--- config.mk ---
export PLATFORM = sky130hd
export DESIGN_NAME = phys_regfile
export DESIGN_NICKNAME = d
export VERILOG_FILES = /design/src/rtl/rv32i_types.sv /design/src/rtl/phys_regfile.sv
export SDC_FILE = /design/constraint.sdc
export NUM_CORES = 2
export LEC_CHECK = 0
export BUFFER_PORTS_ARGS = -buffer_cell sky130_fd_sc_hd__buf_4
export CAP_MARGIN = 20
export CORE_ASPECT_RATIO = 2
export CORE_MARGIN = 3
export CORE_UTILIZATION = 50
export CTS_BUF_LIST = sky130_fd_sc_hd__clkbuf_2
export CTS_CLUSTER_SIZE = 14
export DETAILED_ROUTE_END_ITERATION = 12
export PLACE_DENSITY = 0.71
export SLEW_MARGIN = 20
export SYNTH_ARGS = -nofsm -noshare
export SYNTH_HDL_FRONTEND = slang
export SYNTH_SLANG_ARGS = --single-unit
--- constraint.sdc ---
create_clock -name clk -period 5.8 [get_ports clk]
set_input_delay 1.74 -clock clk [delete_from_list [all_inputs] [get_ports clk]]
set_output_delay 1.74 -clock clk [all_outputs]
set_load 0.02 [all_outputs]
--- src/rtl/rv32i_types.sv ---
package rv32i_types;

    // Sizes of the execute cluster
    localparam int NUM_PREGS = 64;
    localparam int RS_DEPTH  = 4;
    localparam int RS_IDX_W  = $clog2(RS_DEPTH);

    typedef logic [31:0]         word_t;
    typedef logic [5:0]          preg_t;
    typedef logic [2:0]          alu_op_t;
    typedef logic [2:0]          cmp_op_t;
    typedef logic [1:0]          opsel_t;
    typedef logic [RS_IDX_W-1:0] rs_idx_t;

    // ALU operations
    localparam alu_op_t ALU_ADD = 3'd0;
    localparam alu_op_t ALU_SUB = 3'd1;
    localparam alu_op_t ALU_AND = 3'd2;
    localparam alu_op_t ALU_OR  = 3'd3;
    localparam alu_op_t ALU_XOR = 3'd4;
    localparam alu_op_t ALU_SLL = 3'd5;
    localparam alu_op_t ALU_SRL = 3'd6;
    localparam alu_op_t ALU_SRA = 3'd7;

    // Compare operations, following the RV32I branch funct3 values
    localparam cmp_op_t CMP_EQ  = 3'd0;
    localparam cmp_op_t CMP_NE  = 3'd1;
    localparam cmp_op_t CMP_LT  = 3'd4;
    localparam cmp_op_t CMP_GE  = 3'd5;
    localparam cmp_op_t CMP_LTU = 3'd6;
    localparam cmp_op_t CMP_GEU = 3'd7;

    // Operand sources; ZERO only for operand 2, PC only for operand 1
    localparam opsel_t OPSEL_REG  = 2'd0;
    localparam opsel_t OPSEL_IMM  = 2'd1;
    localparam opsel_t OPSEL_ZERO = 2'd2;
    localparam opsel_t OPSEL_PC   = 2'd3;

    // Decoded micro-op as held in the reservation station
    typedef struct packed {
        logic    valid;
        word_t   pc;
        word_t   imm;
        opsel_t  opsel1;
        opsel_t  opsel2;
        alu_op_t alu_op;
        cmp_op_t cmp_op;
        logic    alu_en;
        logic    is_branch;
        logic    is_jump;
        logic    is_jumpr;
        preg_t   rs1;
        preg_t   rs2;
        preg_t   rd;
        logic    uses_rs1;
        logic    uses_rs2;
        logic    writes_rd;
    } fu_input_t;

    typedef struct packed {
        word_t rs1_value;
        word_t rs2_value;
    } reg_read_t;

    // Writeback and branch result of the functional unit
    typedef struct packed {
        logic  valid;
        logic  writes_rd;
        preg_t rd;
        word_t rd_value;
        word_t pc_next;
        logic  branch_taken;
        word_t rs1_value;
        word_t rs2_value;
    } fu_output_t;

endpackage
--- src/rtl/phys_regfile.sv ---
module phys_regfile (
    input  logic                               clk,
    input  logic                               rst,
    input  logic                               alloc,
    input  rv32i_types::preg_t                 alloc_tag,
    input  rv32i_types::preg_t                 rs1,
    input  rv32i_types::preg_t                 rs2,
    input  rv32i_types::fu_output_t            wb,
    output rv32i_types::reg_read_t             reg_data,
    output logic [rv32i_types::NUM_PREGS-1:0]  ready_mask
);

    rv32i_types::word_t                regs [rv32i_types::NUM_PREGS];
    logic [rv32i_types::NUM_PREGS-1:0] ready;
    logic                              wr_en;
    logic                              alloc_en;

    // Tag 0 is the zero register and is never written or allocated
    assign wr_en    = wb.valid && wb.writes_rd && (wb.rd != '0);
    assign alloc_en = alloc && (alloc_tag != '0);

    always_ff @(posedge clk) begin
        if (rst) begin
            for (int i = 0; i < rv32i_types::NUM_PREGS; i++) begin
                regs[i] <= '0;
            end
            ready <= '1;
        end else begin
            if (wr_en) begin
                regs[wb.rd] <= wb.rd_value;
                ready[wb.rd] <= 1'b1;
            end
            // A new allocation overrides a writeback to the same tag
            if (alloc_en) begin
                ready[alloc_tag] <= 1'b0;
            end
        end
    end

    // Plain combinational reads with no bypass of the write port
    assign reg_data.rs1_value = (rs1 == '0) ? '0 : regs[rs1];
    assign reg_data.rs2_value = (rs2 == '0) ? '0 : regs[rs2];

    assign ready_mask = ready;

endmodule

After elaboration in Yosys (flattened, before gate mapping)
Memories as Yosys holds them, arrays and structs flattened. Index checks and enable logic that the tools add are counted.

Register bits: 64. Bits in latches: 0. RAM bits: 2048. Memory bits (read-only): 0. Output and inout port bits: 128. Logic and storage cells: 36. Memories kept: 1.

Memory list: regs (depth 64, width 32, rd ports 2, clocked after memory_dff 0, write ports 64, line phys_regfile.sv:13) `rv32i_types::word_t regs [rv32i_types::NUM_PREGS];`.

Add/sub/neg operators: 0. Multipliers: 0. Div/mod/pow operators: 0. $lt $le $gt $ge: 4. Equality and inequality tests: 0. Shift operators: 0. Muxes and demuxes: 17. Bitwise gates (word level): 3. Reductions and logical operators: 10.

Operators with widths (count): two-way mux 64 bit (3); two-way mux 32 bit (3); AND 64 bit (1); NOT 64 bit (1); bitwise OR 64 bit (1); OR reduction 32 bit (1); < comparator 6 x 7 -> 1 bit (second input constant) (2); demux 1 bit (select 6 bit) (2); >= comparator 6 x 1 -> 1 bit (second input constant) (2); zero test 6 bit (2); nonzero test 6 bit (2); two-way mux 1 bit (8); two-way mux 6 bit (1); logical AND 1 bit (5).

Longest topological paths before layout
Word-level depth: 9. Mapped depth: 9. Mapped depth without buffers: 5.

Worst setup path before layout
Ideal clock, no wire load.

Path kind: input-to-output. From: input port rs2[0]. To: output port reg_data[10] (netlist bit). Data arrival time: 3488 ps. Required time: 4060 ps. Setup slack: 572 ps. Stages on the path: 8. Buffers on the path: 4. Cell sequence: buf_4 > buf_2 > buf_4 > nor3_1 > nor2_1 > clkbuf_1 > nand3_1 > o31ai_1.

RTL lines: from (decl) (line phys_regfile.sv:7) `input rv32i_types::preg_t rs2,`; to (decl) (line phys_regfile.sv:9) `output rv32i_types::reg_read_t reg_data,`.

==> results.md <==
- Synthesis Warnings: 0
- Worst r2r src: ready_mask[0]
- Post-synth top area share: 54.9%
- Violated checks: setup timing
- Initial antenna violation count: 20
- Syn_area_per_cell: 13.9 um2
- Worst hold path type: in -> reg
- Reg2Reg Depth: 1
- Synth unique cells: 67
- Sinks on the clock net: 2112
- Clk buf depth: 4
- DR DRC count: 0
- Startpoint Class: input pin
- Multi-input logic area: 0.0467 mm2
- Number of fill cells in the layout: 18000
- Kind of end point of the critical path: output pin
- Register Area: 0.0628 mm2
- Worst Hold End: ready_mask[32]
- Chip width: 341 um
- Final Hold Fails: 0
- Peak supply drop: 0.134 mV
- Reg2reg end: ready_mask[0]
- Die Footprint: 0.230 mm2
- Synthesized flop and latch total: 2112
- Type of the worst setup path: in -> out
- Reg clk slew, reported paths: 130 ps
- EDFF count, synth: 2048
- Fmax: 0.170 GHz
- Fin crit period: 5870 ps
- Slew Limit Headroom: 24.4%
- CTS tree: yes
- Nets@finish: 8667
- Largest area contributor in the netlist: edfxtp_1
- Per-cell routed wire length: 35.1 um
- Post-synthesis sequential area ratio: 56.1%
- Share of layout cells above drive strength 1: 28.3%
- Mapped Cells: 8051
- Period Utilization, post-route: 101%
- GP Congestion: 0.965
- Status: complete, but fails checks
- CP Max Fanout: 7
- Place WS: -309 ps
- Slew Limit Fails: 0
- Hold Crit Depth: 2
- Top_reg_cell synth: edfxtp_1
- First-pass GRT wire length: 576000 um
- All-Layer GR Usage: 35.2%
- Max_cap viols: 0
- Iteration-0 DRC Markers: 9870
- Count leader, synth: edfxtp_1
- Worst hold margin: 393 ps
- Worst Setup Slack, final: -70.7 ps
- Post-Route WL: 414000 um
- CTS buffer count: 441
- Final core occ: 56.4%
- WP data arrival: 4130 ps
- CP Data Required Time: 4060 ps
- FFs w/ async S/R, synth: 0%
- Clk Tree Root Cell: clkbuf_2
- Cell Pwr Density: 250 mW/mm2
- Insertion delay to the later sink of the worst-skew pair: 1590 ps
- Synth top area cells: edfxtp_1, and2_1, mux4_2, mux2i_1, mux2_2
- Core Area: 0.223 mm2
- Slew @ Worst Pin: 1130 ps
- Synth top cells by count: edfxtp_1, and2_1, mux2i_1
- Vert. Die Dim: 675 um
- Largest net degree at the start of global routing: 64
- DP Wirelength: 280000 um
- I/O pin count: 286
- Area growth, synth to finish: 12.1%
- Leak: 45.2 nW
- Port Buffers: 188
- Antenna viol nets, final: 0
- H-tree depth: 5
- Vias per inst: 6.77
- Clock Skews: 0 ps
- Hold Startpoint: alloc_tag[4]
- Drt first pass iters: 7
- Vias: 79900
- Final setup viols: 5
- Flop-to-flop setup slack: 5080 ps
- Row count: 245
- Synth Cell Area: 0.112 mm2
- Number of global-route vias before repair: 82500
- GRT overflow: 0
- Post-CTS Hold Buffers: 0
- RSZ-0062 raised after global routing: yes
- Initial Util: 50.3%
-- sequential cells by signal, summed over array words and instances, names as in the netlist --
name / count
regs: 2048
ready_mask: 64
-- layout by cell type (no fill, tap or decap), types with 64 or more instances in the layout --
| cell type | netlist | layout |
|---|---|---|
| dfxtp_1 | 64 | 64 |
| a21oi_1 | 72 | 72 |
| buf_12 | 10 | 150 |
| mux4_2 | 552 | 552 |
| mux2_2 | 213 | 213 |
| nor2_1 | 142 | 103 |
| buf_4 | 83 | 656 |
| edfxtp_1 | 2048 | 2048 |
| nand3_1 | 131 | 126 |
| o22ai_1 | 249 | 248 |
| clkbuf_2 | 21 | 602 |
| mux2i_1 | 686 | 686 |
| a22oi_1 | 284 | 282 |
| and2_1 | 2018 | 2016 |
| a221oi_1 | 76 | 68 |
| clkinv_1 | 0 | 113 |
| a211oi_1 | 93 | 88 |
-- power by group --
part           internal, mW  switching [mW]
Clock                  2.95            5.92
Sequential             17.5           0.418
Combinational          1.84            2.75
-- worst max-delay path, cell delays in order --
cell and delay (ps):
clkbuf_8 180, nand2b_1 390, nor2_4 220, buf_12 200, buf_4 140, a211oi_1 200
nand3_1 170, o31ai_1 590, buf_4 260
-- worst max-delay path by stage --
stage,cells after the start,startpoint,end,slack [ps]
global placement,9,rs2[1],reg_data[30],-310
global route,10,rs2[1],reg_data[9],-90
detailed placement,8,rs2[1],reg_data[30],-310
floorplan,8,rs2[0],reg_data[10],570
finish,9,rs2[2],reg_data[10],-70
CTS,10,rs2[2],reg_data[9],-10
-- cells by family (layout without fill, tap and decap cells) --
group / count (synthesis) / count (layout) / share of synthesized area, %
and+or+nand+nor: 2574 / 2574 / 13.8
DFF: 2112 / 2112 / 56.1
muxes: 1451 / 1451 / 19.4
AOI/OAI and AO/OA: 1062 / 1062 / 6.95
buffers and inverters: 851 / 1594 / 3.76
other: 1 / 45 / 0.00335
-- layer usage --
layer / share of wire [%] / GRT usage (%) / wire length, um
met5: 0.034 / 0 / 139
met4: 10 / 30.4 / 42700
met3: 9.9 / 7.48 / 41200
met2: 49 / 59.9 / 205000
met1: 30 / 36.9 / 126000
-- stage by stage --
| stage | std cells | TNS [ps] | power [mW] | instance area, um2 |
|---|---|---|---|---|
| after floorplan | 8082 | 0 | 20.6 | 112000 |
| after global placement | 11000 | -3020 | 22.5 | 121000 |
| after detailed placement | 11000 | -3470 | 22.6 | 121000 |
| after CTS | 11800 | -13.9 | 31.2 | 125000 |
| after global routing | 11800 | -94.7 | 32.3 | 125000 |
| final | 11800 | -180 | 31.3 | 125000 |
-- what timing repair did --
action                                  in CTS  in global routing
endpoints found under the setup margin      38                 42
setup buffers                                1                  9
pin swaps                                    2                  7
hold endpoints to repair                     0                  0
resized for setup                           36                 61
cloned                                       1                  2
-- area by class of cell --
cell class,instances,share of cell area (%)
antenna,13,0.0259
clock buffer,602,2.40
clock inverter,157,0.575
inverter,1,0.00299
multi-input combinational,5119,37.3
sequential,2112,50.1
tap,2964,2.96
timing repair buffer,834,6.71
No activity file was read; power rests on OpenSTA's default activity.
