## config.mk

```make
export PLATFORM = sky130hd
export DESIGN_NAME = rs_issue_ctrl
export DESIGN_NICKNAME = d
export VERILOG_FILES = /design/src/rtl/rv32i_types.sv /design/src/rtl/rs_issue_ctrl.sv
export SDC_FILE = /design/constraint.sdc
export NUM_CORES = 1
export LEC_CHECK = 0
export ABC_AREA = 1
export BUFFER_PORTS_ARGS = -buffer_cell sky130_fd_sc_hd__buf_2
export CELL_PAD_IN_SITES_DETAIL_PLACEMENT = 1
export CELL_PAD_IN_SITES_GLOBAL_PLACEMENT = 1
export CORE_AREA = 2 2 231 233
export DETAILED_ROUTE_END_ITERATION = 6
export DIE_AREA = 0 0 233 235
export PLACE_DENSITY_LB_ADDON = 0.25
export SYNTH_ARGS = -nofsm -noshare
export SYNTH_HDL_FRONTEND = slang
export SYNTH_SLANG_ARGS = --single-unit
```

## constraint.sdc

```tcl
create_clock -name clk -period 12.7 [get_ports clk]
set_input_delay 1.27 -clock clk [delete_from_list [all_inputs] [get_ports clk]]
set_output_delay 1.27 -clock clk [all_outputs]
set_load 0.005 [all_outputs]
```

## src/rtl/rv32i_types.sv

```systemverilog
package rv32i_types;

    // Sizes of the execute cluster
    localparam int NUM_PREGS = 64;
    localparam int RS_DEPTH  = 4;
    localparam int RS_IDX_W  = $clog2(RS_DEPTH);

    typedef logic [31:0]         word_t;
    typedef logic [5:0]          preg_t;
    typedef logic [2:0]          alu_op_t;
    typedef logic [2:0]          cmp_op_t;
    typedef logic [1:0]          opsel_t;
    typedef logic [RS_IDX_W-1:0] rs_idx_t;

    // ALU operations
    localparam alu_op_t ALU_ADD = 3'd0;
    localparam alu_op_t ALU_SUB = 3'd1;
    localparam alu_op_t ALU_AND = 3'd2;
    localparam alu_op_t ALU_OR  = 3'd3;
    localparam alu_op_t ALU_XOR = 3'd4;
    localparam alu_op_t ALU_SLL = 3'd5;
    localparam alu_op_t ALU_SRL = 3'd6;
    localparam alu_op_t ALU_SRA = 3'd7;

    // Compare operations, following the RV32I branch funct3 values
    localparam cmp_op_t CMP_EQ  = 3'd0;
    localparam cmp_op_t CMP_NE  = 3'd1;
    localparam cmp_op_t CMP_LT  = 3'd4;
    localparam cmp_op_t CMP_GE  = 3'd5;
    localparam cmp_op_t CMP_LTU = 3'd6;
    localparam cmp_op_t CMP_GEU = 3'd7;

    // Operand sources; ZERO only for operand 2, PC only for operand 1
    localparam opsel_t OPSEL_REG  = 2'd0;
    localparam opsel_t OPSEL_IMM  = 2'd1;
    localparam opsel_t OPSEL_ZERO = 2'd2;
    localparam opsel_t OPSEL_PC   = 2'd3;

    // Decoded micro-op as held in the reservation station
    typedef struct packed {
        logic    valid;
        word_t   pc;
        word_t   imm;
        opsel_t  opsel1;
        opsel_t  opsel2;
        alu_op_t alu_op;
        cmp_op_t cmp_op;
        logic    alu_en;
        logic    is_branch;
        logic    is_jump;
        logic    is_jumpr;
        preg_t   rs1;
        preg_t   rs2;
        preg_t   rd;
        logic    uses_rs1;
        logic    uses_rs2;
        logic    writes_rd;
    } fu_input_t;

    typedef struct packed {
        word_t rs1_value;
        word_t rs2_value;
    } reg_read_t;

    // Writeback and branch result of the functional unit
    typedef struct packed {
        logic  valid;
        logic  writes_rd;
        preg_t rd;
        word_t rd_value;
        word_t pc_next;
        logic  branch_taken;
        word_t rs1_value;
        word_t rs2_value;
    } fu_output_t;

endpackage
```

## src/rtl/rs_issue_ctrl.sv

```systemverilog
module rs_issue_ctrl (
    input  logic                               clk,
    input  logic                               rst,
    input  logic                               flush,
    input  logic                               dispatch,
    input  rv32i_types::fu_input_t             dispatch_op,
    input  logic [rv32i_types::NUM_PREGS-1:0]  ready_mask,
    output logic                               full,
    output logic                               alloc,
    output rv32i_types::preg_t                 alloc_tag,
    output rv32i_types::fu_input_t             issue_op
);

    rv32i_types::fu_input_t           entry_op  [rv32i_types::RS_DEPTH];
    rv32i_types::rs_idx_t             entry_age [rv32i_types::RS_DEPTH];
    logic [rv32i_types::RS_DEPTH-1:0] entry_valid;
    logic [rv32i_types::RS_DEPTH-1:0] entry_rdy;
    logic [rv32i_types::RS_DEPTH-1:0] age_dec;

    logic                             issue_any;
    rv32i_types::rs_idx_t             issue_idx;
    rv32i_types::rs_idx_t             best_age;
    logic                             have_free;
    rv32i_types::rs_idx_t             disp_idx;
    logic                             accept;
    rv32i_types::fu_input_t           issue_q;

    // An entry is ready once every source it uses is marked ready
    always_comb begin
        for (int i = 0; i < rv32i_types::RS_DEPTH; i++) begin
            entry_rdy[i] = entry_valid[i]
                && (!entry_op[i].uses_rs1 || ready_mask[entry_op[i].rs1])
                && (!entry_op[i].uses_rs2 || ready_mask[entry_op[i].rs2]);
        end
    end

    // Age counts the younger valid entries, so the oldest has the largest age
    always_comb begin
        issue_any = 1'b0;
        issue_idx = '0;
        best_age  = '0;
        for (int i = 0; i < rv32i_types::RS_DEPTH; i++) begin
            if (entry_rdy[i] && (!issue_any || entry_age[i] > best_age)) begin
                issue_any = 1'b1;
                issue_idx = rv32i_types::rs_idx_t'(i);
                best_age  = entry_age[i];
            end
        end
    end

    // Lowest free slot, counting the one that issues this cycle
    always_comb begin
        have_free = 1'b0;
        disp_idx  = '0;
        for (int i = rv32i_types::RS_DEPTH - 1; i >= 0; i--) begin
            if (!entry_valid[i] || (issue_any && issue_idx == rv32i_types::rs_idx_t'(i))) begin
                have_free = 1'b1;
                disp_idx  = rv32i_types::rs_idx_t'(i);
            end
        end
    end

    always_comb begin
        for (int i = 0; i < rv32i_types::RS_DEPTH; i++) begin
            age_dec[i] = issue_any && (entry_age[i] > best_age);
        end
    end

    assign full      = !have_free;
    assign accept    = dispatch && have_free && !flush;
    assign alloc     = accept && dispatch_op.writes_rd;
    assign alloc_tag = dispatch_op.rd;

    always_ff @(posedge clk) begin
        if (rst || flush) begin
            entry_valid <= '0;
        end else begin
            for (int i = 0; i < rv32i_types::RS_DEPTH; i++) begin
                if (issue_any && issue_idx == rv32i_types::rs_idx_t'(i)) begin
                    entry_valid[i] <= 1'b0;
                end else if (entry_valid[i]) begin
                    entry_age[i] <= entry_age[i] + rv32i_types::rs_idx_t'(accept)
                                    - rv32i_types::rs_idx_t'(age_dec[i]);
                end
                if (accept && disp_idx == rv32i_types::rs_idx_t'(i)) begin
                    entry_valid[i] <= 1'b1;
                    entry_op[i]    <= dispatch_op;
                    entry_age[i]   <= '0;
                end
            end
        end
    end

    // Issue register feeding the functional unit and the read ports
    always_ff @(posedge clk) begin
        if (rst || flush) begin
            issue_q.valid <= 1'b0;
        end else begin
            issue_q       <= entry_op[issue_idx];
            issue_q.valid <= issue_any;
        end
    end

    assign issue_op = issue_q;

endmodule

```

Yosys cells after proc, flatten, opt, wreduce, memory -nomap -nowiden --
Memory sizes are Yosys's and may differ from the RTL's. A register that Yosys moved wholly into a read port is not among the register bits. Cells that the tools add are included.
Word-level totals: output and inout port bits 108, RAM bits 408, logic and storage cells 193, bits in registers 5, memories 2
Memories:
- entry_op | depth 4, width 100, read ports 5, clocked after Yosys merged registers in 1, write ports 1, line rs_issue_ctrl.sv:14 | rv32i_types::fu_input_t entry_op [rv32i_types::RS_DEPTH];
- entry_age | depth 4, width 2, read ports 4, clocked after Yosys merged registers in 0, write ports 4, line rs_issue_ctrl.sv:15 | rv32i_types::rs_idx_t entry_age [rv32i_types::RS_DEPTH];
Cells by class: reduce and logical (&&, ||, !) cells 69, add/sub/neg operators 8, bitwise gates (word level) 4, order comparisons 15, mux-type cells 84, equality and inequality tests 6
Operators with widths (number):
- 100-bit 2-to-1 mux | 3
- 100-bit OR reduction | 3
- 6-bit by 7-bit less-than comparator with 1-bit output (second input constant) | 8
- 1-bit 2-to-1 mux | 56
- 1-bit binary-select mux with 6-bit select | 8
- 2-bit 2-to-1 mux | 17
- 1-bit logical AND | 26
- 1-bit zero test | 18
- 1-bit logical OR | 16
- 2-bit > comparator | 7
- 2-bit by 1-bit adder with 2-bit output | 4
- 2-bit == test (second input constant) | 4
- 2-bit nonzero test | 4
- 2-bit by 1-bit subtractor with 2-bit output | 4
- 2-bit by 1-bit == test with 1-bit output (second input constant) | 2
- 2-bit zero test | 2
- 1-bit OR | 4

Depth between registers and ports, before layout --
An unclocked memory read counts as a cell.
depth after elaboration 36, gate-level depth with buffers 52, depth with buffers taken out 49

Least setup slack after synthesis --
OpenSTA, ideal clock, no wires.
kind input-to-reg, start point in rst, end point mem entry_op[1][0] in the netlist's numbering (enable), path slack 1437 ps, library setup time 561 ps, buffers on the path 0, arrival time 10702 ps, stages on the path 5, path through nor2_1 -> inv_1 -> nor2_1 -> o21ai_0 -> nor2_1
On the way: cells in the longest elaborated chain, start to end 7
RTL lines:
- from (decl) | line rs_issue_ctrl.sv:3 | input logic rst,
- 1-bit logical OR * | line rs_issue_ctrl.sv:75 | if (rst || flush) begin
- 1-bit 2-to-1 mux | line rs_issue_ctrl.sv:75
- 1-bit 2-to-1 mux (implied by the code) | line rs_issue_ctrl.sv:87 | entry_op[i] <= dispatch_op;
- 100-bit OR reduction (no source line)
- 2-bit 2-to-1 mux (no source line) or 1-bit 2-to-1 mux (tied branches) (3 in series)
- to (decl) | line rs_issue_ctrl.sv:14
Every way passes the cells marked *; elsewhere a longest branch is shown, timed or not.

==> results.sh <==
export IMPL_synthTopCellsByArea="edfxtp_1 63%, nand2_1 15%, nand3_1 8.4%"
export IMPL_antenna_found_initial=15
export IMPL_dp_final_hpwl_mm=52.4
export IMPL_syn_nets=2600
export IMPL_dp_worst_setup_slack_ps=3240
export IMPL_clk_root_buffer_cell="clkbuf_16"
export IMPL_critPathMaxFanout=63
export IMPL_worstPathRequired_ps=12940
export IMPL_synth_area_sq_um=23800
export IMPL_grt_busiest_layer="met2"
export IMPL_area_growth_syn_to_layout_pct=13.1
export IMPL_drt_vias_per_instance=5.85
export IMPL_insertion_delay_ps=620
export IMPL_hold_viol_final=0
export IMPL_pwr_share_seq=0.526
export IMPL_clock_fmax_ghz=0.104
export IMPL_synth_seq_area_share=0.638
export IMPL_yosys_area_top_type="edfxtp_1"
export IMPL_track_usage=0.304
export IMPL_synth_simple_gate_area_frac=0.262
export IMPL_cp_arrival_ps=9870
export IMPL_status="complete, no violations"
export IMPL_overflow=0
export IMPL_holdWs_ps=531
export IMPL_setup_viol=0
export IMPL_skew_ps=30.9
export IMPL_rr_worst_depth=39
export IMPL_die_x_microns=233
export IMPL_synth_cell_types=29
export IMPL_period_share=0.758
export IMPL_grt_pass1_wl_mm=124
export IMPL_place_inst=3208
export IMPL_drt_iter0_drc=1516
export IMPL_numCtsBuffers=52
export IMPL_avgSynthCellArea_sq_um=9.87
export IMPL_core_area_sq_um=52200
export IMPL_use_met1=0.369
export IMPL_cts_resized_gates=0
export IMPL_max_vdd_ir_drop_v=0.000156
export IMPL_rsz0062_at_grt="no"
export IMPL_layout_commonest_cell="nand2_1"
export IMPL_tightest_slew_ps=1240
export IMPL_cts_tree="yes"
export IMPL_drt_pre_antenna_iters=5
export IMPL_yosys_warnings=0
export IMPL_finalSetupTns_ps=0
export IMPL_gp_congestion=0.935
export IMPL_grt_pass1_vias=20000
export IMPL_ant_nets=0
export IMPL_power_switching_mw=0.829
export IMPL_synth_adder_area_share=0.0116
export IMPL_synth_compound_area_share=0.0318
export IMPL_start_util=0.455
export IMPL_crit_path_start="entry_op[0][9]$_DFFE_PP_"
export IMPL_avgRoutedWirePerCell_microns=25.4
export IMPL_layout_common_cells="923 x nand2_1, 501 x edfxtp_1, 400 x nand3_1"
export IMPL_htree_levels=2
export IMPL_synth_top_area_share=0.632
export IMPL_slowest_stage="edfxtp_1"
export IMPL_crit_type="reg -> reg"
export IMPL_p_int_mw=2.75
export IMPL_cp_start_kind="flop"
export IMPL_layout_drive_gt1_share=0.146
export IMPL_endpoint="entry_op[0][6]$_DFFE_PP_"
export IMPL_grt_use_met2=0.500
export IMPL_final_setup_worst_slack_ps=3070
export IMPL_dieHeight_microns=235
export IMPL_finalNetCount=2764
export IMPL_vias=19300
export IMPL_cts_sinks=508
export IMPL_rrSetupSlack_ps=3070
export IMPL_p_comb_frac=0.059
export IMPL_die_area_sq_um=54800
export IMPL_p_leak_nw=10.4
export IMPL_relSlewSlack=0.171
export IMPL_yosys_mux_area_fraction=0
export IMPL_rows=84
export IMPL_cts_hold_buf=0
export IMPL_stdcell_area_sq_um=26900
export IMPL_r2r_start="entry_op[0][9]$_DFFE_PP_"
export IMPL_period_needed_ps=9630
export IMPL_ys_ff_latch=508
export IMPL_drv_cap=0
export IMPL_grt_max_degree=84
export IMPL_power_total_mw=3.58
export IMPL_drc_errors=0
export IMPL_io_pins=276
export IMPL_synthCells=2410
export IMPL_hp_class="reg -> reg"
export IMPL_final_core_util=0.515
export IMPL_post_cts_setup_buffer_count=0
export IMPL_cp_end_kind="flop"
export IMPL_r2r_end="entry_op[0][6]$_DFFE_PP_"
export IMPL_io_buffers=274
export IMPL_dpl_instance_area_sq_um=25300
export IMPL_use_met3=0.0802
export IMPL_p_per_area_nw_per_um2=133
export IMPL_wirelength_mm=84.1
export IMPL_crit_top_cell="nand2_1"
export IMPL_cts_max_path_buffers=3
export IMPL_nFillCells=5795
export IMPL_yosys_area_share_xor_xnor=0.00295
export IMPL_final_max_slew_viol_count=0
export IMPL_clk_pin_slew_worst_paths_ps=90
export IMPL_slowest_delay_ps=1120
export IMPL_p_sw_frac=0.232
export IMPL_clock_power_share=0.415
export IMPL_finalNonFillerCells=3304
export IMPL_synth_top_family_by_area="simple AND/OR/NAND/NOR gates"
Yosys cell counts, drive strengths merged:
library cell	number
a211oi	4
o2111ai	12
o22ai	9
buf	138
or2	1
o21ai	66
edfxtp	501
nand4	90
nand3b	3
dfxtp	7
xnor2	6
clkbuf	42
ha	22
xor2	2
a21oi	47
nor3	1
inv	94
nand3	401
clkinv	3
nand2	924
nor2	37
worst min path at each step:
stage / from / end / slack [ps] / cells past startpoint
final: entry_op[0][48]$_DFFE_PP_ / issue_op[48]$_DFFE_PN_ / 530 / 2
after global routing: entry_op[0][87]$_DFFE_PP_ / issue_op[87]$_DFFE_PN_ / 550 / 2
after global placement: entry_op[0][71]$_DFFE_PP_ / issue_op[71]$_DFFE_PN_ / 500 / 2
after floorplan: entry_op[0][0]$_DFFE_PP_ / issue_op[0]$_DFFE_PN_ / 500 / 2
after detailed placement: entry_op[0][75]$_DFFE_PP_ / issue_op[75]$_DFFE_PN_ / 520 / 2
after CTS: entry_op[0][75]$_DFFE_PP_ / issue_op[75]$_DFFE_PN_ / 530 / 2
logic make-up (layout without fill, tap and decap cells):
logic type	Yosys count	after routing
buf+inv	277	478
compound gates	138	138
fa+ha+maj	22	22
flops	508	508
simple gates	1457	1457
other cells	0	5
xor+xnor	8	8
power groups by stage:
stage | registers, mW | clock network [mW] | logic [mW]
floorplan | 1.92 | 0 | 0.0965
global placement | 1.92 | 0 | 0.193
detailed placement | 1.92 | 0 | 0.204
CTS | 1.88 | 1.50 | 0.206
global route | 1.88 | 1.56 | 0.223
finish | 1.88 | 1.48 | 0.210
metal layers:
layer	vias up	part of all wire
met1	9651	0.38
met2	743	0.48
met3	244	0.083
met5	-	0.0017
li1	8655	-
met4	20	0.053
critical path, delay by kind of cell, from the launching register on:
kind	cells	cell delay, ps
AO/OA/AOI/OAI	5	900
adder cells (fa/ha/maj)	3	900
buffers and inverters	7	2240
flip-flops	1	1120
AND/OR/NAND/NOR	24	4050
cell type report:
| cell class | instances | area (sq um) | share of cell area |
|---|---|---|---|
| tap | 688 | 861 | 0.0320 |
| clock buffer | 65 | 1350 | 0.0502 |
| sequential | 508 | 15200 | 0.564 |
| clock inverter | 26 | 263 | 0.00977 |
| timing repair buffer | 290 | 1500 | 0.0559 |
| antenna | 5 | 12.5 | 0.000465 |
| inverter | 97 | 374 | 0.0139 |
| multi-input combinational | 1625 | 7360 | 0.273 |
flip-flops by register name, summed over array words and instances, names as in the netlist:
signal and flops:
issue_op 100, entry_age 8, entry_op 396, entry_valid 4
(Power assumes the default switching activity.)
