--- src/rtl/rv32i_types.sv ---
package rv32i_types;

    // Sizes of the execute cluster
    localparam int NUM_PREGS = 64;
    localparam int RS_DEPTH  = 4;
    localparam int RS_IDX_W  = $clog2(RS_DEPTH);

    typedef logic [31:0]         word_t;
    typedef logic [5:0]          preg_t;
    typedef logic [2:0]          alu_op_t;
    typedef logic [2:0]          cmp_op_t;
    typedef logic [1:0]          opsel_t;
    typedef logic [RS_IDX_W-1:0] rs_idx_t;

    // ALU operations
    localparam alu_op_t ALU_ADD = 3'd0;
    localparam alu_op_t ALU_SUB = 3'd1;
    localparam alu_op_t ALU_AND = 3'd2;
    localparam alu_op_t ALU_OR  = 3'd3;
    localparam alu_op_t ALU_XOR = 3'd4;
    localparam alu_op_t ALU_SLL = 3'd5;
    localparam alu_op_t ALU_SRL = 3'd6;
    localparam alu_op_t ALU_SRA = 3'd7;

    // Compare operations, following the RV32I branch funct3 values
    localparam cmp_op_t CMP_EQ  = 3'd0;
    localparam cmp_op_t CMP_NE  = 3'd1;
    localparam cmp_op_t CMP_LT  = 3'd4;
    localparam cmp_op_t CMP_GE  = 3'd5;
    localparam cmp_op_t CMP_LTU = 3'd6;
    localparam cmp_op_t CMP_GEU = 3'd7;

    // Operand sources; ZERO only for operand 2, PC only for operand 1
    localparam opsel_t OPSEL_REG  = 2'd0;
    localparam opsel_t OPSEL_IMM  = 2'd1;
    localparam opsel_t OPSEL_ZERO = 2'd2;
    localparam opsel_t OPSEL_PC   = 2'd3;

    // Decoded micro-op as held in the reservation station
    typedef struct packed {
        logic    valid;
        word_t   pc;
        word_t   imm;
        opsel_t  opsel1;
        opsel_t  opsel2;
        alu_op_t alu_op;
        cmp_op_t cmp_op;
        logic    alu_en;
        logic    is_branch;
        logic    is_jump;
        logic    is_jumpr;
        preg_t   rs1;
        preg_t   rs2;
        preg_t   rd;
        logic    uses_rs1;
        logic    uses_rs2;
        logic    writes_rd;
    } fu_input_t;

    typedef struct packed {
        word_t rs1_value;
        word_t rs2_value;
    } reg_read_t;

    // Writeback and branch result of the functional unit
    typedef struct packed {
        logic  valid;
        logic  writes_rd;
        preg_t rd;
        word_t rd_value;
        word_t pc_next;
        logic  branch_taken;
        word_t rs1_value;
        word_t rs2_value;
    } fu_output_t;

endpackage
--- src/rtl/fu_wrapper.sv ---
module fu_wrapper (
    input  logic                    clk,
    input  logic                    rst,
    input  logic                    flush,
    input  rv32i_types::fu_input_t  issue_op,
    input  rv32i_types::reg_read_t  reg_data,
    output rv32i_types::fu_output_t wb
);

    rv32i_types::fu_input_t  op;
    rv32i_types::word_t      src1;
    rv32i_types::word_t      src2;
    rv32i_types::word_t      cmp_a;
    rv32i_types::word_t      cmp_b;
    rv32i_types::word_t      alu_f;
    rv32i_types::word_t      pc_plus4;
    logic                    cmp_br;
    rv32i_types::fu_output_t wb_d;
    rv32i_types::fu_output_t wb_q;

    assign op       = issue_op;
    assign pc_plus4 = op.pc + 32'd4;

    always_comb begin
        case (op.opsel1)
            rv32i_types::OPSEL_REG: src1 = reg_data.rs1_value;
            rv32i_types::OPSEL_IMM: src1 = op.imm;
            rv32i_types::OPSEL_PC:  src1 = op.pc;
            default:                src1 = '0;
        endcase
        case (op.opsel2)
            rv32i_types::OPSEL_REG:  src2 = reg_data.rs2_value;
            rv32i_types::OPSEL_IMM:  src2 = op.imm;
            rv32i_types::OPSEL_ZERO: src2 = '0;
            default:                 src2 = '0;
        endcase
    end

    // Branches compare the registers while the ALU forms the target
    always_comb begin
        if (op.is_branch) begin
            cmp_a = reg_data.rs1_value;
            cmp_b = reg_data.rs2_value;
        end else begin
            cmp_a = src1;
            cmp_b = src2;
        end
    end

    alu u_alu (
        .aluop (op.alu_op),
        .a     (src1),
        .b     (src2),
        .f     (alu_f)
    );

    cmp u_cmp (
        .cmpop (op.cmp_op),
        .a     (cmp_a),
        .b     (cmp_b),
        .br_en (cmp_br)
    );

    always_comb begin
        wb_d.valid        = op.valid;
        wb_d.writes_rd    = op.writes_rd;
        wb_d.rd           = op.rd;
        wb_d.rd_value     = alu_f;
        wb_d.pc_next      = pc_plus4;
        wb_d.branch_taken = cmp_br;
        wb_d.rs1_value    = reg_data.rs1_value;
        wb_d.rs2_value    = reg_data.rs2_value;
        if (op.is_branch) begin
            wb_d.writes_rd = 1'b0;
            wb_d.rd_value  = '0;
            if (cmp_br) begin
                wb_d.pc_next = alu_f;
            end
        end else if (op.is_jump) begin
            wb_d.rd_value     = pc_plus4;
            wb_d.pc_next      = alu_f;
            wb_d.branch_taken = 1'b1;
        end else if (op.is_jumpr) begin
            wb_d.rd_value     = pc_plus4;
            wb_d.pc_next      = {alu_f[31:1], 1'b0};
            wb_d.branch_taken = 1'b1;
        end else if (!op.alu_en) begin
            // Set-less-than style result
            wb_d.rd_value = {31'd0, cmp_br};
        end
    end

    always_ff @(posedge clk) begin
        if (rst || flush) begin
            wb_q.valid <= 1'b0;
        end else begin
            wb_q <= wb_d;
        end
    end

    // The result already in the register is killed by a flush too
    always_comb begin
        wb = wb_q;
        if (flush) begin
            wb.valid = 1'b0;
        end
    end

endmodule

--- src/rtl/cmp.sv ---
module cmp (
    input  rv32i_types::cmp_op_t cmpop,
    input  rv32i_types::word_t   a,
    input  rv32i_types::word_t   b,
    output logic                 br_en
);

    logic eq;
    logic lt_s;
    logic lt_u;

    assign eq   = (a == b);
    assign lt_s = ($signed(a) < $signed(b));
    assign lt_u = (a < b);

    always_comb begin
        case (cmpop)
            rv32i_types::CMP_EQ:  br_en = eq;
            rv32i_types::CMP_NE:  br_en = !eq;
            rv32i_types::CMP_LT:  br_en = lt_s;
            rv32i_types::CMP_GE:  br_en = !lt_s;
            rv32i_types::CMP_LTU: br_en = lt_u;
            rv32i_types::CMP_GEU: br_en = !lt_u;
            // Unused codes never hold
            default:              br_en = 1'b0;
        endcase
    end

endmodule

--- src/rtl/alu.sv ---
module alu (
    input  rv32i_types::alu_op_t aluop,
    input  rv32i_types::word_t   a,
    input  rv32i_types::word_t   b,
    output rv32i_types::word_t   f
);

    logic [4:0] shamt;

    // Only the low five bits of b count as shift amount
    assign shamt = b[4:0];

    always_comb begin
        case (aluop)
            rv32i_types::ALU_ADD: begin
                f = a + b;
            end
            rv32i_types::ALU_SUB: begin
                f = a - b;
            end
            rv32i_types::ALU_AND: begin
                f = a & b;
            end
            rv32i_types::ALU_OR: begin
                f = a | b;
            end
            rv32i_types::ALU_XOR: begin
                f = a ^ b;
            end
            rv32i_types::ALU_SLL: begin
                f = a << shamt;
            end
            rv32i_types::ALU_SRL: begin
                f = a >> shamt;
            end
            rv32i_types::ALU_SRA: begin
                f = rv32i_types::word_t'($signed(a) >>> shamt);
            end
            default: begin
                f = '0;
            end
        endcase
    end

endmodule

--- config.mk ---
export PLATFORM = sky130hd
export DESIGN_NAME = fu_wrapper
export DESIGN_NICKNAME = d
export VERILOG_FILES = /design/src/rtl/rv32i_types.sv /design/src/rtl/fu_wrapper.sv /design/src/rtl/cmp.sv /design/src/rtl/alu.sv
export SDC_FILE = /design/constraint.sdc
export NUM_CORES = 1
export LEC_CHECK = 0
export BUFFER_PORTS_ARGS = -buffer_cell sky130_fd_sc_hd__buf_4
export CAP_MARGIN = 20
export CORE_MARGIN = 4
export CORE_UTILIZATION = 25
export CTS_CLUSTER_DIAMETER = 80
export CTS_CLUSTER_SIZE = 20
export DETAILED_ROUTE_END_ITERATION = 8
export GPL_ROUTABILITY_DRIVEN = 0
export PLACE_DENSITY = 0.5
export SLEW_MARGIN = 20
export SYNTH_ARGS = -nofsm -noshare
export SYNTH_HDL_FRONTEND = slang
export SYNTH_HIERARCHICAL = 1
export SYNTH_SLANG_ARGS = --single-unit
--- constraint.sdc ---
create_clock -name clk -period 11.1 [get_ports clk]
set_input_delay 1.11 -clock clk [delete_from_list [all_inputs] [get_ports clk]]
set_output_delay 1.11 -clock clk [all_outputs]
set_load 0.02 [all_outputs]
Word level (Yosys, flattened, before mapping)
Index checks and enable logic that the tools add are counted.
W data, S select, Z words.
{"block": "classes", "addsub": 3, "magnitude_cmp": 2, "eq_ne": 16, "shifts": 3, "mux": 14, "bitwise": 3, "reduce_logical": 8}
{"operator": "$pmux W32 S8", "n": 1}
{"operator": "$mux W32", "n": 6}
{"operator": "$pmux W32 S3", "n": 1}
{"operator": "$mux W65", "n": 1}
{"operator": "$lt A32 B32 Y1", "n": 2}
{"operator": "$pmux W32 S2", "n": 1}
{"operator": "$mux W33", "n": 1}
{"operator": "$add A32 B3 Y32 const B", "n": 1}
{"operator": "$add A32 B32 Y32", "n": 1}
{"operator": "$and A32 B32 Y32", "n": 1}
{"operator": "$eq A32 B32 Y1", "n": 1}
{"operator": "$or A32 B32 Y32", "n": 1}
{"operator": "$shl A32 B5 Y32", "n": 1}
{"operator": "$shr A32 B5 Y32", "n": 1}
{"operator": "$sshr A32 B5 Y32", "n": 1}
{"operator": "$sub A32 B32 Y32", "n": 1}
{"operator": "$xor A32 B32 Y32", "n": 1}
{"operator": "$eq A3 B3 Y1 const B", "n": 8}
{"operator": "$eq A3 B1 Y1 const B", "n": 2}
{"operator": "$eq A3 B2 Y1 const B", "n": 2}
{"operator": "$logic_not A3 Y1", "n": 2}
{"operator": "$pmux W1 S6", "n": 1}
{"operator": "$eq A2 B1 Y1 const B", "n": 2}
{"operator": "$logic_not A2 Y1", "n": 2}
{"operator": "4 further kinds", "n": 7}
{"block": "totals", "register_bits": 137, "inputBits": 167, "output_inout_bits": 137}

Logic depth before layout (Yosys ltp)
{"block": "depth", "word_depth": 10, "ltp_mapped": 25, "depth_no_buf": 20}

Modules after synthesis
Netlist, hierarchy kept.
{"mod": "fu_wrapper", "n_inst": 1, "cells_per_inst": 831, "area_each_um2": 8822.2, "seq_area_each_um2": 4103.9}
{"mod": "alu", "n_inst": 1, "cells_per_inst": 1070, "area_each_um2": 7825.0, "seq_area_each_um2": 0.0}
{"mod": "cmp", "n_inst": 1, "cells_per_inst": 119, "area_each_um2": 905.9, "seq_area_each_um2": 0.0}

Worst setup path after synthesis
OpenSTA, ideal clock, no wires.
{"block": "synth_path", "path_type": "in2reg", "startpoint": "input port rst", "endpoint": "register wb_q, in the netlist wb[0], enable pin", "setup_ns": 0.636, "arrival_time_ns": 6.786, "path_slack_ns": 3.678, "cell_stages": 1, "cell_sequence": "nor2_1"}
{"block": "synth_between", "elab_chain_cells": 1}
{"element": "start: declaration", "line": "fu_wrapper.sv:3", "rtl": "input logic rst,"}
{"element": "$logic_or A1 B1 Y1", "line": "fu_wrapper.sv:94", "rtl": "if (rst || flush) begin"}
{"element": "end signal: assignment", "line": "fu_wrapper.sv:97", "rtl": "wb_q <= wb_d;"}
{"element": "end: declaration", "line": "fu_wrapper.sv:19", "rtl": "rv32i_types::fu_output_t wb_q;"}
No other way between the ends.
A chain may end at the register's enable or synchronous reset.

==> flow_summary.toml <==
[setup_path]
path_max_fanout = 49
cp-endpoint = "wb[94]"
start_kind = "input port"
crit_required_ns = 11.43
cp-end-kind = "flip-flop"
critPathKind = "in2reg"
setup.worst_path.start = "issue_op[31]"
cp.arrival_ns = 7.44

[finish]
final-seq-area_um2 = 4100
multiInputGateArea_um2 = 11500
nets = 2378
final_util_pct = 29.1
stdcell_count = 3027
num-fill-cells = 7285
fin_area_um2 = 20100
drive_gt1_share_pct = 24.7
syn2layout_area_growth_pct = 14.4

[synthesis]
synth.distinct_cells = 97
synth_edf_count = 136
ys.flop_type = "edfxtp_1"
syn_area_um2 = 17600
syn-instance-count = 2020
ys_seq_area_share_pct = 23.4
synth_common_cells = "nor2_1, nand2_1, buf_4"
async_flop_share_pct = 0
ys_warn_count = 6
ys_top_cells_by_area = "edfxtp_1, ha_1, mux4_2"
syn-num-nets = 2318
yosysMostFrequentCell = "nor2_1"
synth-seq-cells = 137
yosys.area.top_type = "edfxtp_1"
yosysTopAreaCellShare_pct = 23.3
synth_area_per_cell_um2 = 8.69

[die]
die-area_um2 = 74500
rows = 96
fp.dieH_um = 273
start_util_pct = 25.4
die-width_um = 273
core_area_um2 = 69100
pin_count = 304

[clocking]
clockBufferDepth = 2
cts_made_buffers = 17
clk_pin_slew_ns = 0.07
cts_resized = 0
ctsHtreeMaxLevel = 4
cts_tree = "yes"
postCtsSetupRepairBufs = 0
root_buffer = "clkbuf_16"
clock-sinks = 137
cts-hold-fix-buffers = 0

[timing]
fin_ws_ns = 3.99
tns_ns = 0
finalCriticalPeriod_ns = 7.11
fin_crit_sh_pct = 64.0
finalSetupViolations = 0
finalHoldViolations = 0
max_freq_mhz = 141
worstMarginPinSlew_ns = 1.05
rsz0062_at_grt = "no"
max_slew_margin_pct = 29.0
finalMaxSlewViolations = 0

[grt]
antenna_found_initial = 11
grt_pass1_wl_mm = 107
grt_pass1_vias = 16100
grt.total_usage_pct = 19.1
grt_max_degree = 71
gr-total-overflow = 0

[route]
drt_iter0_markers = 2010
viasPerCell = 5.54
wl_mm = 73.7
vias = 16800
first_pass_iters = 6
final_antenna_net_count = 0
wl_per_cell_um = 24.3
drc = 0

[placed_design]
placed_area_um2 = 19500
portBuffers = 289
dp_hpwl_mm = 57.9
pre_cts_ws_ns = 3.61
dp_cells = 2992

[flow_run]
max_cap_viol_count = 0

[power]
ir_drop_v = 0.0000872
p_per_area_nw_per_um2 = 111
p_leak_uw = 0.00792

[worst_hold_path]
hp-class = "in2reg"

[outcome]
outcome = "complete, no violations"
critical path, cell delays in order:
cell       delay [ns]
buf_4            0.49
mux2i_1          0.50
nor2_4           0.03
buf_4            0.26
buf_4            0.41
nor3_1           0.90
nor2_1           0.12
xnor2_1          0.17
ha_1             0.38
a21o_1           0.20
a21oi_1          0.19
a21oi_1          0.22
o21ai_0          0.67
a2111oi_0        0.27
a311oi_1         0.57
mux2_2           0.39
o221ai_1         0.28
nor2_1           0.09
a31oi_1          0.16
layer usage:
layer	global-route usage (%)	up-vias	routed length [µm]
met5	0	-	45
met4	9.86	6	3850
met3	4.56	161	7020
met2	31.2	930	34200
met1	23.5	8146	28600
li1	-	7528	-
where the power goes:
part / switching [µW] / internal [µW] / leakage [µW] / total, µW
combinational: 656 / 395 / 0.00639 / 1050
clock: 260 / 293 / 0.000266 / 552
sequential: 11.7 / 621 / 0.00126 / 633
cell families (layout without fill, tap and decap cells):
logic type | count (synthesis) | count (layout) | synth area share, %
AND/OR/NAND/NOR | 570 | 570 | 15.5
AO/OA/AOI/OAI | 519 | 519 | 20.2
buffers and inverters | 383 | 456 | 11.5
multiplexers | 214 | 214 | 16.7
flip-flops | 137 | 137 | 23.4
adder cells (fa/ha/maj) | 131 | 131 | 9.38
XOR/XNOR | 66 | 66 | 3.29
other | 0 | 3 | 0
area by class of cell:
class                           count  share of cell area [%]
Timing Repair Buffer              311                    11.6
Clock inverter                     15                   0.642
Clock buffer                       17                    2.12
Inverter                          113                    2.11
Antenna cell                        3                  0.0374
Tap cell                          931                    5.80
Sequential cell                   137                    20.4
Multi-Input combinational cell   1500                    57.2
registers in the layout, indices dropped and copies added (netlist names):
register  count
wb          136
wb_q          1
cells in the final DEF (no fill, tap or decap), drive strengths merged, types with 10 or more instances in the layout:
cell type	count
a31oi	21
o211ai	25
clkbuf	17
a21oi	129
inv	121
nor2	209
o31ai	42
xor2	15
edfxtp	136
mux4	56
mux2	72
mux2i	86
nor3	28
a221o	17
xnor2	51
buf	311
a211oi	21
nand2	152
nand2b	19
o21ai	99
or3	23
ha	130
nand3	48
a21o	17
a221oi	10
a22oi	21
nand4	20
a22o	35
or4	20
stage by stage:
stage          power (µW)  hold WS, ns
6_report             2240        0.810
4_1_cts              2240        0.764
2_1_floorplan        1350         1.21
3_5_place_dp         1670         1.29
3_3_place_gp         1660         1.29
5_1_grt              2360        0.792
worst min-delay path by stage:
| stage | endpoint | cells past startpoint | slack [ns] | startpoint |
|---|---|---|---|---|
| global placement | wb[130] | 1 | 1.29 | issue_op[4] |
| detailed placement | wb[130] | 1 | 1.29 | issue_op[4] |
| CTS | wb[130] | 1 | 0.76 | issue_op[4] |
| global route | wb[130] | 1 | 0.79 | issue_op[4] |
| finish | wb[130] | 1 | 0.81 | issue_op[4] |
| floorplan | wb[0] | 0 | 1.21 | reg_data[0] |
Power figures use the tool's default switching activity.
